### src/design/cache_pkg.sv
// Cache package
// Geometry of the direct-mapped data cache and the layout of one RAM entry
package cache_pkg;

	localparam int INDEX_BITS = 6;
	localparam int CACHE_LINES = 1 << INDEX_BITS;

	// One line, one word
	typedef struct packed {
		logic [31:0] data;
		// Word address, byte offset dropped
		logic [29:0] address;
		logic dirty;
		logic valid;
	} cache_entry_t;

	// Written to every line by the reset sweep
	localparam cache_entry_t CLEAR_ENTRY = '{
		data: 32'h0000_0000,
		address: 30'h0,
		dirty: 1'b0,
		valid: 1'b0
	};

endpackage

### src/design/bus_pkg.sv
// Bus package
// Shared peer bus request and response words, and AXI4-Lite channel payloads
package bus_pkg;

	// ====================
	// Shared bus
	// ====================

	typedef struct packed {
		logic valid;
		// 1 = write
		logic rw;
		logic [31:0] address;
		logic [31:0] wdata;
	} bus_req_t;

	// Ready is a one-cycle completion pulse
	typedef struct packed {
		logic ready;
		logic [31:0] rdata;
	} bus_rsp_t;

	// ====================
	// AXI4-Lite
	// ====================

	typedef struct packed {
		logic valid;
		logic [31:0] addr;
		logic [2:0] prot;
	} axil_aw_t;

	typedef struct packed {
		logic valid;
		logic [31:0] data;
		logic [3:0] strb;
	} axil_w_t;

	typedef struct packed {
		logic valid;
		logic [1:0] resp;
	} axil_b_t;

	typedef struct packed {
		logic valid;
		logic [31:0] addr;
		logic [2:0] prot;
	} axil_ar_t;

	typedef struct packed {
		logic valid;
		logic [31:0] data;
		logic [1:0] resp;
	} axil_r_t;

endpackage
### src/design/mem_subsys_top.sv
// Memory subsystem top
// Data cache and I/O port sharing one AXI4-Lite master through a round-robin arbiter

`timescale 1ns/1ps

module mem_subsys_top (
	input logic i_clock,
	input logic i_reset,

	// CPU port
	input logic i_cpu_request,
	input logic i_cpu_rw,
	input logic i_cpu_flush,
	input logic i_cpu_cacheable,
	input logic [31:0] i_cpu_address,
	input logic [31:0] i_cpu_wdata,
	output logic o_cpu_ready,
	output logic [31:0] o_cpu_rdata,

	// I/O port
	input logic i_io_request,
	input logic i_io_rw,
	input logic [31:0] i_io_address,
	input logic [31:0] i_io_wdata,
	output logic o_io_ready,
	output logic [31:0] o_io_rdata,

	// Statistics
	output logic [31:0] o_hit_count,
	output logic [31:0] o_miss_count,

	// AXI4-Lite
	output bus_pkg::axil_aw_t o_aw,
	input logic i_awready,
	output bus_pkg::axil_w_t o_w,
	input logic i_wready,
	input bus_pkg::axil_b_t i_b,
	output logic o_bready,
	output bus_pkg::axil_ar_t o_ar,
	input logic i_arready,
	input bus_pkg::axil_r_t i_r,
	output logic o_rready
);
	import bus_pkg::*;

	bus_req_t cache_req;
	bus_rsp_t cache_rsp;
	bus_req_t io_req;
	bus_rsp_t io_rsp;
	bus_req_t axil_req;
	bus_rsp_t axil_rsp;

	dcache_ctrl u_dcache (
		.i_clock(i_clock),
		.i_reset(i_reset),
		.i_cpu_request(i_cpu_request),
		.i_cpu_rw(i_cpu_rw),
		.i_cpu_flush(i_cpu_flush),
		.i_cpu_cacheable(i_cpu_cacheable),
		.i_cpu_address(i_cpu_address),
		.i_cpu_wdata(i_cpu_wdata),
		.o_cpu_ready(o_cpu_ready),
		.o_cpu_rdata(o_cpu_rdata),
		.o_bus_req(cache_req),
		.i_bus_rsp(cache_rsp),
		.o_hit_count(o_hit_count),
		.o_miss_count(o_miss_count)
	);

	bus_wbuf u_io_wbuf (
		.i_clock(i_clock),
		.i_reset(i_reset),
		.i_rw(i_io_rw),
		.i_request(i_io_request),
		.i_address(i_io_address),
		.i_wdata(i_io_wdata),
		.o_ready(o_io_ready),
		.o_rdata(o_io_rdata),
		.o_bus_req(io_req),
		.i_bus_rsp(io_rsp)
	);

	// Cache is peer 0, I/O is peer 1
	bus_arbiter u_arbiter (
		.i_clock(i_clock),
		.i_reset(i_reset),
		.i_req0(cache_req),
		.i_req1(io_req),
		.o_rsp0(cache_rsp),
		.o_rsp1(io_rsp),
		.o_req(axil_req),
		.i_rsp(axil_rsp)
	);

	axil_master u_axil (
		.i_clock(i_clock),
		.i_reset(i_reset),
		.i_req(axil_req),
		.o_rsp(axil_rsp),
		.o_aw(o_aw),
		.i_awready(i_awready),
		.o_w(o_w),
		.i_wready(i_wready),
		.i_b(i_b),
		.o_bready(o_bready),
		.o_ar(o_ar),
		.i_arready(i_arready),
		.i_r(i_r),
		.o_rready(o_rready)
	);

endmodule

### src/design/axil_master.sv
// AXI4-Lite master bridge
// Runs one shared bus request at a time as an AXI4-Lite read or write

`timescale 1ns/1ps

module axil_master (
	input logic i_clock,
	input logic i_reset,
	input bus_pkg::bus_req_t i_req,
	output bus_pkg::bus_rsp_t o_rsp,
	output bus_pkg::axil_aw_t o_aw,
	input logic i_awready,
	output bus_pkg::axil_w_t o_w,
	input logic i_wready,
	input bus_pkg::axil_b_t i_b,
	output logic o_bready,
	output bus_pkg::axil_ar_t o_ar,
	input logic i_arready,
	input bus_pkg::axil_r_t i_r,
	output logic o_rready
);
	typedef enum logic [2:0] {
		M_IDLE,
		M_WRITE,
		M_WAIT_B,
		M_READ,
		M_WAIT_R
	} m_state_t;

	m_state_t state;
	logic aw_pending;
	logic w_pending;
	logic aw_done;
	logic w_done;
	logic [31:0] addr_q;
	logic [31:0] data_q;

	// Channel accepted earlier or in this cycle
	assign aw_done = !aw_pending || i_awready;
	assign w_done = !w_pending || i_wready;

	always_ff @(posedge i_clock) begin
		if (i_reset) begin
			state <= M_IDLE;
			aw_pending <= 1'b0;
			w_pending <= 1'b0;
		end else begin
			case (state)
				M_IDLE: begin
					if (i_req.valid) begin
						if (i_req.rw) begin
							aw_pending <= 1'b1;
							w_pending <= 1'b1;
							state <= M_WRITE;
						end else begin
							state <= M_READ;
						end
					end
				end
				// AW and W accepted independently
				M_WRITE: begin
					if (i_awready)
						aw_pending <= 1'b0;
					if (i_wready)
						w_pending <= 1'b0;
					if (aw_done && w_done)
						state <= M_WAIT_B;
				end
				M_WAIT_B: begin
					if (i_b.valid)
						state <= M_IDLE;
				end
				M_READ: begin
					if (i_arready)
						state <= M_WAIT_R;
				end
				M_WAIT_R: begin
					if (i_r.valid)
						state <= M_IDLE;
				end
				default: begin
					state <= M_IDLE;
				end
			endcase
		end
	end

	always_ff @(posedge i_clock) begin
		if (state == M_IDLE && i_req.valid) begin
			addr_q <= i_req.address;
			data_q <= i_req.wdata;
		end
	end

	assign o_aw = '{valid: aw_pending, addr: addr_q, prot: 3'b000};
	assign o_w = '{valid: w_pending, data: data_q, strb: 4'hf};
	assign o_ar = '{valid: (state == M_READ), addr: addr_q, prot: 3'b000};
	assign o_bready = (state == M_WAIT_B);
	assign o_rready = (state == M_WAIT_R);

	// Completion in the cycle of the B or R handshake
	assign o_rsp = '{
		ready: (o_bready && i_b.valid) || (o_rready && i_r.valid),
		rdata: i_r.data
	};

endmodule

### src/design/bus_arbiter.sv
// Shared bus arbiter
// Round-robin grant of the bus to one of two peers, held for a whole transaction

`timescale 1ns/1ps

module bus_arbiter (
	input logic i_clock,
	input logic i_reset,
	input bus_pkg::bus_req_t i_req0,
	input bus_pkg::bus_req_t i_req1,
	output bus_pkg::bus_rsp_t o_rsp0,
	output bus_pkg::bus_rsp_t o_rsp1,
	output bus_pkg::bus_req_t o_req,
	input bus_pkg::bus_rsp_t i_rsp
);
	logic busy;
	logic owner;
	logic last_grant;

	// Owner changes only while the bus is idle
	always_ff @(posedge i_clock) begin
		if (i_reset) begin
			busy <= 1'b0;
			owner <= 1'b0;
			// Peer 0 first after reset
			last_grant <= 1'b1;
		end else if (!busy) begin
			if (i_req0.valid && i_req1.valid) begin
				owner <= !last_grant;
				busy <= 1'b1;
			end else if (i_req0.valid) begin
				owner <= 1'b0;
				busy <= 1'b1;
			end else if (i_req1.valid) begin
				owner <= 1'b1;
				busy <= 1'b1;
			end
		end else if (i_rsp.ready) begin
			busy <= 1'b0;
			last_grant <= owner;
		end
	end

	always_comb begin
		o_req = '0;
		if (busy)
			o_req = owner ? i_req1 : i_req0;

		// Read data to both, completion only to the owner
		o_rsp0 = i_rsp;
		o_rsp0.ready = i_rsp.ready && busy && !owner;
		o_rsp1 = i_rsp;
		o_rsp1.ready = i_rsp.ready && busy && owner;
	end

endmodule

### src/design/dcache_ctrl.sv
// Data cache controller
// Direct-mapped write-back cache with hot line check, refill, flush and reset sweep

`timescale 1ns/1ps

module dcache_ctrl (
	input logic i_clock,
	input logic i_reset,
	input logic i_cpu_request,
	input logic i_cpu_rw,
	input logic i_cpu_flush,
	input logic i_cpu_cacheable,
	input logic [31:0] i_cpu_address,
	input logic [31:0] i_cpu_wdata,
	output logic o_cpu_ready,
	output logic [31:0] o_cpu_rdata,
	output bus_pkg::bus_req_t o_bus_req,
	input bus_pkg::bus_rsp_t i_bus_rsp,
	output logic [31:0] o_hit_count,
	output logic [31:0] o_miss_count
);
	import cache_pkg::*;

	typedef enum logic [3:0] {
		S_SWEEP,
		S_IDLE,
		S_LOOKUP,
		S_HIT,
		S_EVICT,
		S_REFILL,
		S_PASS,
		S_FLUSH_READ,
		S_FLUSH_CHECK,
		S_FLUSH_WB
	} state_t;

	state_t state;
	logic [INDEX_BITS-1:0] line;
	logic last_line;

	// Bus buffer request
	logic wb_request;
	logic wb_rw;
	logic [31:0] wb_address;
	logic [31:0] wb_wdata;
	logic wb_ready;
	logic [31:0] wb_rdata;

	// Line RAM port
	logic ram_we;
	logic [INDEX_BITS-1:0] ram_index;
	cache_entry_t ram_wentry;
	cache_entry_t rentry;
	cache_entry_t cpu_entry;
	logic tag_match;
	logic victim_dirty;

	bus_wbuf u_wbuf (
		.i_clock(i_clock),
		.i_reset(i_reset),
		.i_rw(wb_rw),
		.i_request(wb_request),
		.i_address(wb_address),
		.i_wdata(wb_wdata),
		.o_ready(wb_ready),
		.o_rdata(wb_rdata),
		.o_bus_req(o_bus_req),
		.i_bus_rsp(i_bus_rsp)
	);

	dcache_ram u_ram (
		.i_clock(i_clock),
		.i_we(ram_we),
		.i_index(ram_index),
		.i_wentry(ram_wentry),
		.o_rentry(rentry)
	);

	assign last_line = (line == INDEX_BITS'(CACHE_LINES - 1));
	// Full word address compare, so a stale entry of another index never hits
	assign tag_match = rentry.valid && (rentry.address == i_cpu_address[31:2]);
	assign victim_dirty = rentry.valid && rentry.dirty;
	assign cpu_entry = '{
		data: i_cpu_wdata,
		address: i_cpu_address[31:2],
		dirty: 1'b1,
		valid: 1'b1
	};

	// Sweep and flush walk the lines, all else follows the CPU address
	always_comb begin
		if (state == S_SWEEP || state == S_FLUSH_READ || state == S_FLUSH_CHECK
				|| state == S_FLUSH_WB)
			ram_index = line;
		else
			ram_index = i_cpu_address[INDEX_BITS+1:2];
	end

	// ====================
	// Line RAM writes
	// ====================

	always_comb begin
		ram_we = 1'b0;
		ram_wentry = cpu_entry;
		case (state)
			S_SWEEP: begin
				ram_we = 1'b1;
				ram_wentry = CLEAR_ENTRY;
			end
			S_HIT: ram_we = i_cpu_rw;
			// Write miss on a clean line stores at once
			S_LOOKUP: ram_we = i_cpu_rw && !tag_match && !victim_dirty;
			S_EVICT: ram_we = i_cpu_rw && wb_ready;
			S_REFILL: begin
				ram_we = wb_ready;
				ram_wentry = '{
					data: wb_rdata,
					address: i_cpu_address[31:2],
					dirty: 1'b0,
					valid: 1'b1
				};
			end
			// Written back line turns clean
			S_FLUSH_WB: begin
				ram_we = wb_ready;
				ram_wentry = rentry;
				ram_wentry.dirty = 1'b0;
			end
			default: begin
				ram_we = 1'b0;
			end
		endcase
	end

	// ====================
	// Control FSM
	// ====================

	always_ff @(posedge i_clock) begin
		if (i_reset) begin
			state <= S_SWEEP;
			line <= '0;
			o_cpu_ready <= 1'b0;
			wb_request <= 1'b0;
			o_hit_count <= '0;
			o_miss_count <= '0;
		end else begin
			o_cpu_ready <= 1'b0;
			case (state)
				// Ends with line back at zero
				S_SWEEP: begin
					line <= line + 1'b1;
					if (last_line)
						state <= S_IDLE;
				end

				S_IDLE: begin
					// Request still high in the cycle after ready
					if (i_cpu_request && !o_cpu_ready) begin
						if (i_cpu_flush) begin
							line <= '0;
							state <= S_FLUSH_READ;
						end else if (i_cpu_cacheable) begin
							state <= tag_match ? S_HIT : S_LOOKUP;
						end else begin
							wb_request <= 1'b1;
							wb_rw <= i_cpu_rw;
							wb_address <= i_cpu_address;
							wb_wdata <= i_cpu_wdata;
							state <= S_PASS;
						end
					end
				end

				S_LOOKUP: begin
					if (tag_match) begin
						state <= S_HIT;
					end else begin
						o_miss_count <= o_miss_count + 1'b1;
						if (victim_dirty) begin
							wb_request <= 1'b1;
							wb_rw <= 1'b1;
							wb_address <= {rentry.address, 2'b00};
							wb_wdata <= rentry.data;
							state <= S_EVICT;
						end else if (i_cpu_rw) begin
							o_cpu_ready <= 1'b1;
							state <= S_IDLE;
						end else begin
							wb_request <= 1'b1;
							wb_rw <= 1'b0;
							wb_address <= i_cpu_address;
							state <= S_REFILL;
						end
					end
				end

				S_HIT: begin
					o_hit_count <= o_hit_count + 1'b1;
					o_cpu_rdata <= rentry.data;
					o_cpu_ready <= 1'b1;
					state <= S_IDLE;
				end

				// Victim write-back, a write miss completes here
				S_EVICT: begin
					if (wb_ready) begin
						wb_request <= 1'b0;
						if (i_cpu_rw) begin
							o_cpu_ready <= 1'b1;
							state <= S_IDLE;
						end else begin
							state <= S_REFILL;
						end
					end
				end

				S_REFILL: begin
					wb_request <= 1'b1;
					wb_rw <= 1'b0;
					wb_address <= i_cpu_address;
					if (wb_ready) begin
						wb_request <= 1'b0;
						o_cpu_rdata <= wb_rdata;
						o_cpu_ready <= 1'b1;
						state <= S_IDLE;
					end
				end

				S_PASS: begin
					if (wb_ready) begin
						wb_request <= 1'b0;
						o_cpu_rdata <= wb_rdata;
						o_cpu_ready <= 1'b1;
						state <= S_IDLE;
					end
				end

				// RAM read of the current flush line
				S_FLUSH_READ: begin
					state <= S_FLUSH_CHECK;
				end

				S_FLUSH_CHECK: begin
					if (victim_dirty) begin
						wb_request <= 1'b1;
						wb_rw <= 1'b1;
						wb_address <= {rentry.address, 2'b00};
						wb_wdata <= rentry.data;
						state <= S_FLUSH_WB;
					end else begin
						line <= line + 1'b1;
						o_cpu_ready <= last_line;
						state <= last_line ? S_IDLE : S_FLUSH_READ;
					end
				end

				S_FLUSH_WB: begin
					if (wb_ready) begin
						wb_request <= 1'b0;
						line <= line + 1'b1;
						o_cpu_ready <= last_line;
						state <= last_line ? S_IDLE : S_FLUSH_READ;
					end
				end

				default: begin
					state <= S_IDLE;
				end
			endcase
		end
	end

endmodule

### src/design/bus_wbuf.sv
// Bus write buffer
// Holds one request and runs it to completion on the shared bus

`timescale 1ns/1ps

module bus_wbuf (
	input logic i_clock,
	input logic i_reset,
	input logic i_rw,
	input logic i_request,
	input logic [31:0] i_address,
	input logic [31:0] i_wdata,
	output logic o_ready,
	output logic [31:0] o_rdata,
	output bus_pkg::bus_req_t o_bus_req,
	input bus_pkg::bus_rsp_t i_bus_rsp
);
	typedef enum logic [1:0] {
		WB_IDLE,
		WB_BUSY,
		WB_DONE
	} wb_state_t;

	wb_state_t state;
	logic req_rw;
	logic [31:0] req_address;
	logic [31:0] req_wdata;

	assign o_bus_req = '{
		valid: (state == WB_BUSY),
		rw: req_rw,
		address: req_address,
		wdata: req_wdata
	};

	always_ff @(posedge i_clock) begin
		if (i_reset) begin
			state <= WB_IDLE;
			o_ready <= 1'b0;
		end else begin
			o_ready <= 1'b0;
			case (state)
				WB_IDLE: begin
					if (i_request)
						state <= WB_BUSY;
				end
				WB_BUSY: begin
					if (i_bus_rsp.ready) begin
						o_ready <= 1'b1;
						state <= WB_DONE;
					end
				end
				// Held request already served, wait for it to drop
				WB_DONE: begin
					if (!i_request)
						state <= WB_IDLE;
				end
				default: begin
					state <= WB_IDLE;
				end
			endcase
		end
	end

	// Payload capture
	always_ff @(posedge i_clock) begin
		if (state == WB_IDLE && i_request) begin
			req_rw <= i_rw;
			req_address <= i_address;
			req_wdata <= i_wdata;
		end
		if (state == WB_BUSY && i_bus_rsp.ready)
			o_rdata <= i_bus_rsp.rdata;
	end

endmodule

### src/design/dcache_ram.sv
// Data cache line RAM
// Single-port block RAM of cache entries, read every cycle with one cycle latency

`timescale 1ns/1ps

module dcache_ram (
	input logic i_clock,
	input logic i_we,
	input logic [cache_pkg::INDEX_BITS-1:0] i_index,
	input cache_pkg::cache_entry_t i_wentry,
	output cache_pkg::cache_entry_t o_rentry
);
	import cache_pkg::*;

	cache_entry_t mem [CACHE_LINES];

	// Write-first, so a line rewritten this cycle reads back new
	always_ff @(posedge i_clock) begin
		if (i_we) begin
			mem[i_index] <= i_wentry;
			o_rentry <= i_wentry;
		end else begin
			o_rentry <= mem[i_index];
		end
	end

endmodule

### config.mk
export PLATFORM = sky130hd
export DESIGN_NAME = mem_subsys_top
export DESIGN_NICKNAME = d
export VERILOG_FILES = /design/src/design/cache_pkg.sv /design/src/design/bus_pkg.sv /design/src/design/mem_subsys_top.sv /design/src/design/axil_master.sv /design/src/design/bus_arbiter.sv /design/src/design/dcache_ctrl.sv /design/src/design/bus_wbuf.sv /design/src/design/dcache_ram.sv
export SDC_FILE = /design/constraint.sdc
export NUM_CORES = 2
export LEC_CHECK = 0
export CORE_MARGIN = 5
export CORE_UTILIZATION = 27
export CTS_BUF_LIST = sky130_fd_sc_hd__clkbuf_16
export DETAILED_ROUTE_END_ITERATION = 10
export DONT_BUFFER_PORTS = 1
export HOLD_SLACK_MARGIN = 0.15
export PLACE_DENSITY_LB_ADDON = 0.12
export REMOVE_ABC_BUFFERS = 1
export SLEW_MARGIN = 20
export SYNTH_ARGS = -nofsm -noshare
export SYNTH_HDL_FRONTEND = slang
export SYNTH_SLANG_ARGS = --single-unit
### constraint.sdc
create_clock -name i_clock -period 20 [get_ports i_clock]
set_input_delay 4 -clock i_clock [delete_from_list [all_inputs] [get_ports i_clock]]
set_output_delay 4 -clock i_clock [all_outputs]
set_load 0.005 [all_outputs]
## After elaboration in Yosys (flattened, before gate mapping)

Memory sizes are Yosys's and may differ from the RTL's. A register that Yosys moved wholly into a read port is not among the register bits.
Index checks and enable logic that the tools add are counted.
Widths: inputs -> output; s select.

- Bitwise gates (word level): 5
- Div/mod/pow operators: 0
- Mux-type cells: 98
- Multiply operators: 0
- Reductions and logical operators: 61
- Shift-type cells: 0
- Equal/unequal tests: 46
- $lt $le $gt $ge: 0
- Add/subtract/negate cells: 3

Operators by type and width:

| kind | number |
|---|---|
| $mux 32 | 13 |
| $pmux 64 s3 | 1 |
| $mux 66 | 2 |
| $pmux 32 s4 | 1 |
| $pmux 32 s3 | 1 |
| $add 32x1->32 const B | 2 |
| $pmux 32 s2 | 1 |
| $mux 4 | 10 |
| $mux 1 | 39 |
| $ne 2x2->1 const B | 17 |
| $pmux 4 s8 | 1 |
| $eq 30x30->1 | 1 |
| $mux 6 | 5 |
| $pmux 6 s4 | 1 |
| $mux 3 | 7 |
| $logic_and 1x1->1 | 18 |
| $ne 2x1->1 const B | 9 |
| $eq 4x3->1 const B | 4 |
| $reduce_and 8->1 | 2 |
| $pmux 3 s5 | 1 |
| $reduce_and 5->1 | 3 |
| $mux 2 | 7 |
| $pmux 2 s3 | 2 |
| $pmux 1 s5 | 2 |
| 30 further kinds | 63 |

- Output and inout bits: 241
- Logic and storage cells: 244
- Bits in writable memories: 4,096
- Bits in latches: 0
- Input port bits: 177
- Memories kept: 1
- Bits in read-only memories: 0
- Flip-flop bits (word level): 445

Memory list:

| memory | words | width | rd ports | clocked after Yosys merged registers in | wr ports | RTL line | RTL |
|---|---|---|---|---|---|---|---|
| u_dcache.u_ram.mem | 64 | 64 | 1 | 1 | 1 | dcache_ram.sv:15 | `cache_entry_t mem [CACHE_LINES];` |

## Depth between registers and ports, before layout

- Depth in word-level cells: 8
- Mapped depth: 20
- Gate-level depth less buffers: 11

## By module

From an unflattened synthesis, not the netlist that was laid out.

- Cells, all modules: 8,294
- Area total of the unflattened synthesis: 175,930.0 µm²

Modules (own cells, without submodules):

| module | area an instance (µm²) | cells each | sequential area each (µm²) | instances |
|---|---|---|---|---|
| dcache_ram | 155,726.9 | 6,754 | 123,118.1 | 1 |
| dcache_ctrl | 9,506.6 | 916 | 4,434.3 | 1 |
| bus_wbuf | 3,039.2 | 110 | 2,972.9 | 2 |
| axil_master | 2,830.2 | 178 | 2,021.9 | 1 |
| bus_arbiter | 1,788.0 | 226 | 60.1 | 1 |

## Worst setup path after synthesis

No wires, ideal clock.

- Path type: input to register
- From: input port i_cpu_address[29]
- To: memory u_dcache.u_ram.mem[16][0] (netlist name) (enable)
- Data required time: 19.436 ns
- Path buffers: 2
- Setup slack: 9.512 ns
- Setup time: 0.564 ns
- Data arrival time: 9.924 ns
- Stages: 10
- Cells stage by stage: inv_1 -> or4_1 -> nand3_1 -> nor4_1 -> and4_4 -> buf_6 -> a21oi_4 -> a21oi_4 -> buf_6 -> nor3_1

- Cells in the longest elaborated chain, start to end: 8

RTL lines:

| what | RTL line | RTL |
|---|---|---|
| from (decl) | mem_subsys_top.sv:15 | `input logic [31:0] i_cpu_address,` |
| $eq 30x30->1 | dcache_ctrl.sv:81 | `assign tag_match = rentry.valid && (rentry.address == i_cpu_address[31:2]);` |
| $logic_and 1x1->1 | dcache_ctrl.sv:81 |  |
| $logic_not 1->1 | dcache_ctrl.sv:113 | `S_LOOKUP: ram_we = i_cpu_rw && !tag_match && !victim_dirty;` |
| $logic_and 1x1->1 (2 in a row) | dcache_ctrl.sv:113 |  |
| $pmux 1 s5 | dcache_ctrl.sv:106 | `case (state)` |
| $mux 1 | dcache_ram.sv:19 | `if (i_we) begin` |
| $mux 1 (not written as such) | dcache_ram.sv:20 | `mem[i_index] <= i_wentry;` |
| to (decl) | dcache_ram.sv:15 |  |

Every way passes these cells.

==> metrics.md <==
| Metric | Value |
|---|---|
| Status | `completed` |
| Compound-Gate Fraction of Synth Area | `2.23%` |
| # Max-Cap Violations | `0` |
| Initial antenna violation count | `58` |
| Initial DRC Count | `9555` |
| Dpl hpwl | `341000 µm` |
| # DRC | `0` |
| Die X | `817 µm` |
| Starting Density | `27.1%` |
| Min-Delay Path Class | `flop to flop` |
| Final hold slack | `399 ps` |
| Post-synthesis cell count | `8082` |
| Pin count of the biggest net entering global routing | `113` |
| Largest family of logic cells by synthesized area | `multiplexers` |
| Die area | `668000 µm²` |
| Top Layer Used | `met5` |
| # rows | `296` |
| Global route total overflow | `0` |
| Routed WL | `612000 µm` |
| TritonCTS Buffers | `542` |
| Kind of critical path | `flop to flop` |
| CP max stage delay | `1020 ps` |
| WP data arrival | `10680 ps` |
| Post-synthesis mux area share | `16.3%` |
| Syn avg cell area | `21.8 µm²` |
| Max-slew headroom | `20.6%` |
| CP Capture Type | `flop` |
| Worst vdd ir | `0.000111 V` |
| Avg WL per Cell | `34.8 µm` |
| CTS tree | `done` |
| Final period utilization | `50.5%` |
| Number of synthesized flops with an enable pin | `4451` |
| Leakage Power | `64.0 nW` |
| # Post-CTS Setup Buffers | `0` |
| Post-synth top area cell | `edfxtp_1` |
| Core area | `650000 µm²` |
| Transition time of the tightest slew-check pin | `1190 ps` |
| DRT Pass-1 Iters | `5` |
| Vias in the first global route | `89.9k` |
| Sum Neg Setup Slack | `0 ps` |
| Met2 WL | `295000 µm` |
| #FFs+latches synth | `4547` |
| Placed Instance Area | `188000 µm²` |
| Post-Synth Adder-Cell Area | `0.0213%` |
| Top-count cell post-synth | `edfxtp_1` |
| Ys async rst share | `0%` |
| CP Data Required Time | `20580 ps` |
| Power per cell area | `142 nW/µm²` |
| # nets final | `8691` |
| Endpoints failing hold | `0` |
| Layout cell share with drive strength beyond 1 | `26.4%` |
| Vias/cell | `4.93` |
| Worst Skew | `68.5 ps` |
| Area Overhead vs Synth | `16.6%` |
| Slowest-stage cell, CP | `dfxtp_4` |
| Deepest clock path buffer count | `4` |
| Crit path max fanout | `85` |
| Warnings, synthesis | `0` |
| Post-route worst setup slack | `9910 ps` |
| Synth Area in XOR/XNOR | `0.378%` |
| Resize count post-CTS | `0` |
| Most common flop cell mapped by yosys | `edfxtp_1` |
| Met1 WL | `266000 µm` |
| # hold bufs at CTS | `0` |
| Post-Syn Area | `176000 µm²` |
| Crit-path cells | `buf_4 -> buf_12 -> buf_4 -> inv_2 -> buf_4 -> nand3_1 -> nand4_1 -> nor3_1 -> a21oi_1 -> nand4b_1 -> nor4_4 -> and4_4 -> a21oi_4 -> a21oi_4 -> buf_4 -> nor3_2 -> buf_4 -> buf_4` |
| Final Util | `31.6%` |
| Post-synth cell types | `88` |
| Final setup viols | `0` |
| Total global routing track utilization | `17.8%` |
| Max Fclk | `99.1 MHz` |
| Min Tclk post-route | `10090 ps` |
| Fillers | `62.1k` |
| Largest register FFs | `4096` |
| Port bufs | `0` |
| I/O Pins | `418` |
| Placement Setup Slack | `9600 ps` |
| Design area | `205000 µm²` |
| Routed Antenna Nets | `0` |
| Clock Latency Late Sink | `1060 ps` |
| Most frequent CP cell | `buf_4` |
| Worst-path clk slew | `50 ps` |
| H-tree levels | `6` |
| Detailed route wirelength on metal3 | `35500 µm` |
| Gpl congestion | `0.752` |
| Clk sink count | `4547` |
| Unrepaired setup endpoints after global routing | `false` |
| Via count | `86.7k` |
| Max Slew Vio Count | `0` |
| Largest Register | `u_dcache.u_ram.mem` |
| Root Buffer | `clkbuf_16` |
| Synth area leaders | `edfxtp_1, mux4_2, mux2i_1, dfxtp_1, a22oi_1` |
| CP Launch Type | `flop` |
| First-pass GRT wire length | `817000 µm` |
| Top cells by count, synth | `edfxtp_1, mux4_2, mux2i_1, clkbuf_1, a22oi_1` |
| Top-area cell type share of the netlist area | `76.0%` |
| Die height | `817 µm` |
| Sequential fraction of the synthesis area | `77.1%` |
| Post-synthesis simple-gate area fraction | `2.41%` |
[per-stage QoR]
step / instances / power, mW
after global placement: 16600 / 19.9
after CTS: 17600 / 29.6
final: 17600 / 29.2
after global routing: 17600 / 30.3
after floorplan: 7619 / 19.7
after detailed placement: 16600 / 20.0
[cells in the final DEF (no fill, tap or decap), types with 60 or more instances in the layout]
master,Yosys,layout
dfxtp_1,96,88
nand2_1,169,167
nor2_1,139,134
mux4_2,1016,1016
mux2_2,88,88
nand3_1,122,122
edfxtp_1,4451,4451
clkinv_2,0,76
a21oi_1,80,80
clkinv_1,0,119
clkbuf_16,0,551
a22oi_1,174,174
mux2i_1,470,470
nor3_2,1,68
nor2b_1,94,92
inv_1,44,167
buf_4,87,321
and3_1,61,60
[cell type report]
cell class	instances	area [µm²]	share of cell area, %
flip-flops and latches	4547	136000	66.1
multi-input cells	3026	38500	18.8
clock buffers	551	13800	6.72
well taps	8642	10800	5.27
clock inverters	415	3280	1.60
repair buffers	348	2930	1.43
inverters	46	173	0.0842
diodes	10	25.0	0.0122
[critical path: cells and delay by family (launching register included)]
family / cells / cell delay (ps)
simple gates: 7 / 2570
compound gates: 3 / 840
buf+inv: 8 / 4450
flops: 1 / 1020
[path summary, 6_finish.rpt]
check / startpoint / end / slack (ps) / cells past startpoint
worst max-delay path: flop / u_dcache.u_ram.mem[21][41] / 9910 / 18
worst min-delay path: u_dcache.wb_wdata[24] / u_dcache.u_wbuf.req_wdata[24] / 400 / 0
worst max register to register: flop / u_dcache.u_ram.mem[21][41] / 9910 / 18
worst min register to register: u_dcache.wb_wdata[24] / u_dcache.u_wbuf.req_wdata[24] / 400 / 0
[power breakdown]
part | leakage, nW | internal [mW] | switching (mW)
clock | 8.84 | 5.52 | 4.02
sequential | 41.9 | 11.9 | 0.248
combinational | 13.2 | 2.70 | 4.83
total | 64.0 | 20.1 | 9.10
[kinds of logic after synthesis]
kind of cell / count (synthesis)
flip-flops: 4547
multiplexers: 1578
AND/OR/NAND/NOR: 822
AO/OA/AOI/OAI: 537
buffers and inverters: 517
XOR/XNOR: 76
adder cells (fa/ha/maj): 3
other: 2
[routing by layer]
metal	track usage, %	vias to the layer above
met4	4.20	8
met5	0	-
met2	29.6	2750
met1	24.3	48300
li1	-	34900
met3	3.04	771
Note: power is estimated with default switching activity, not from simulation.
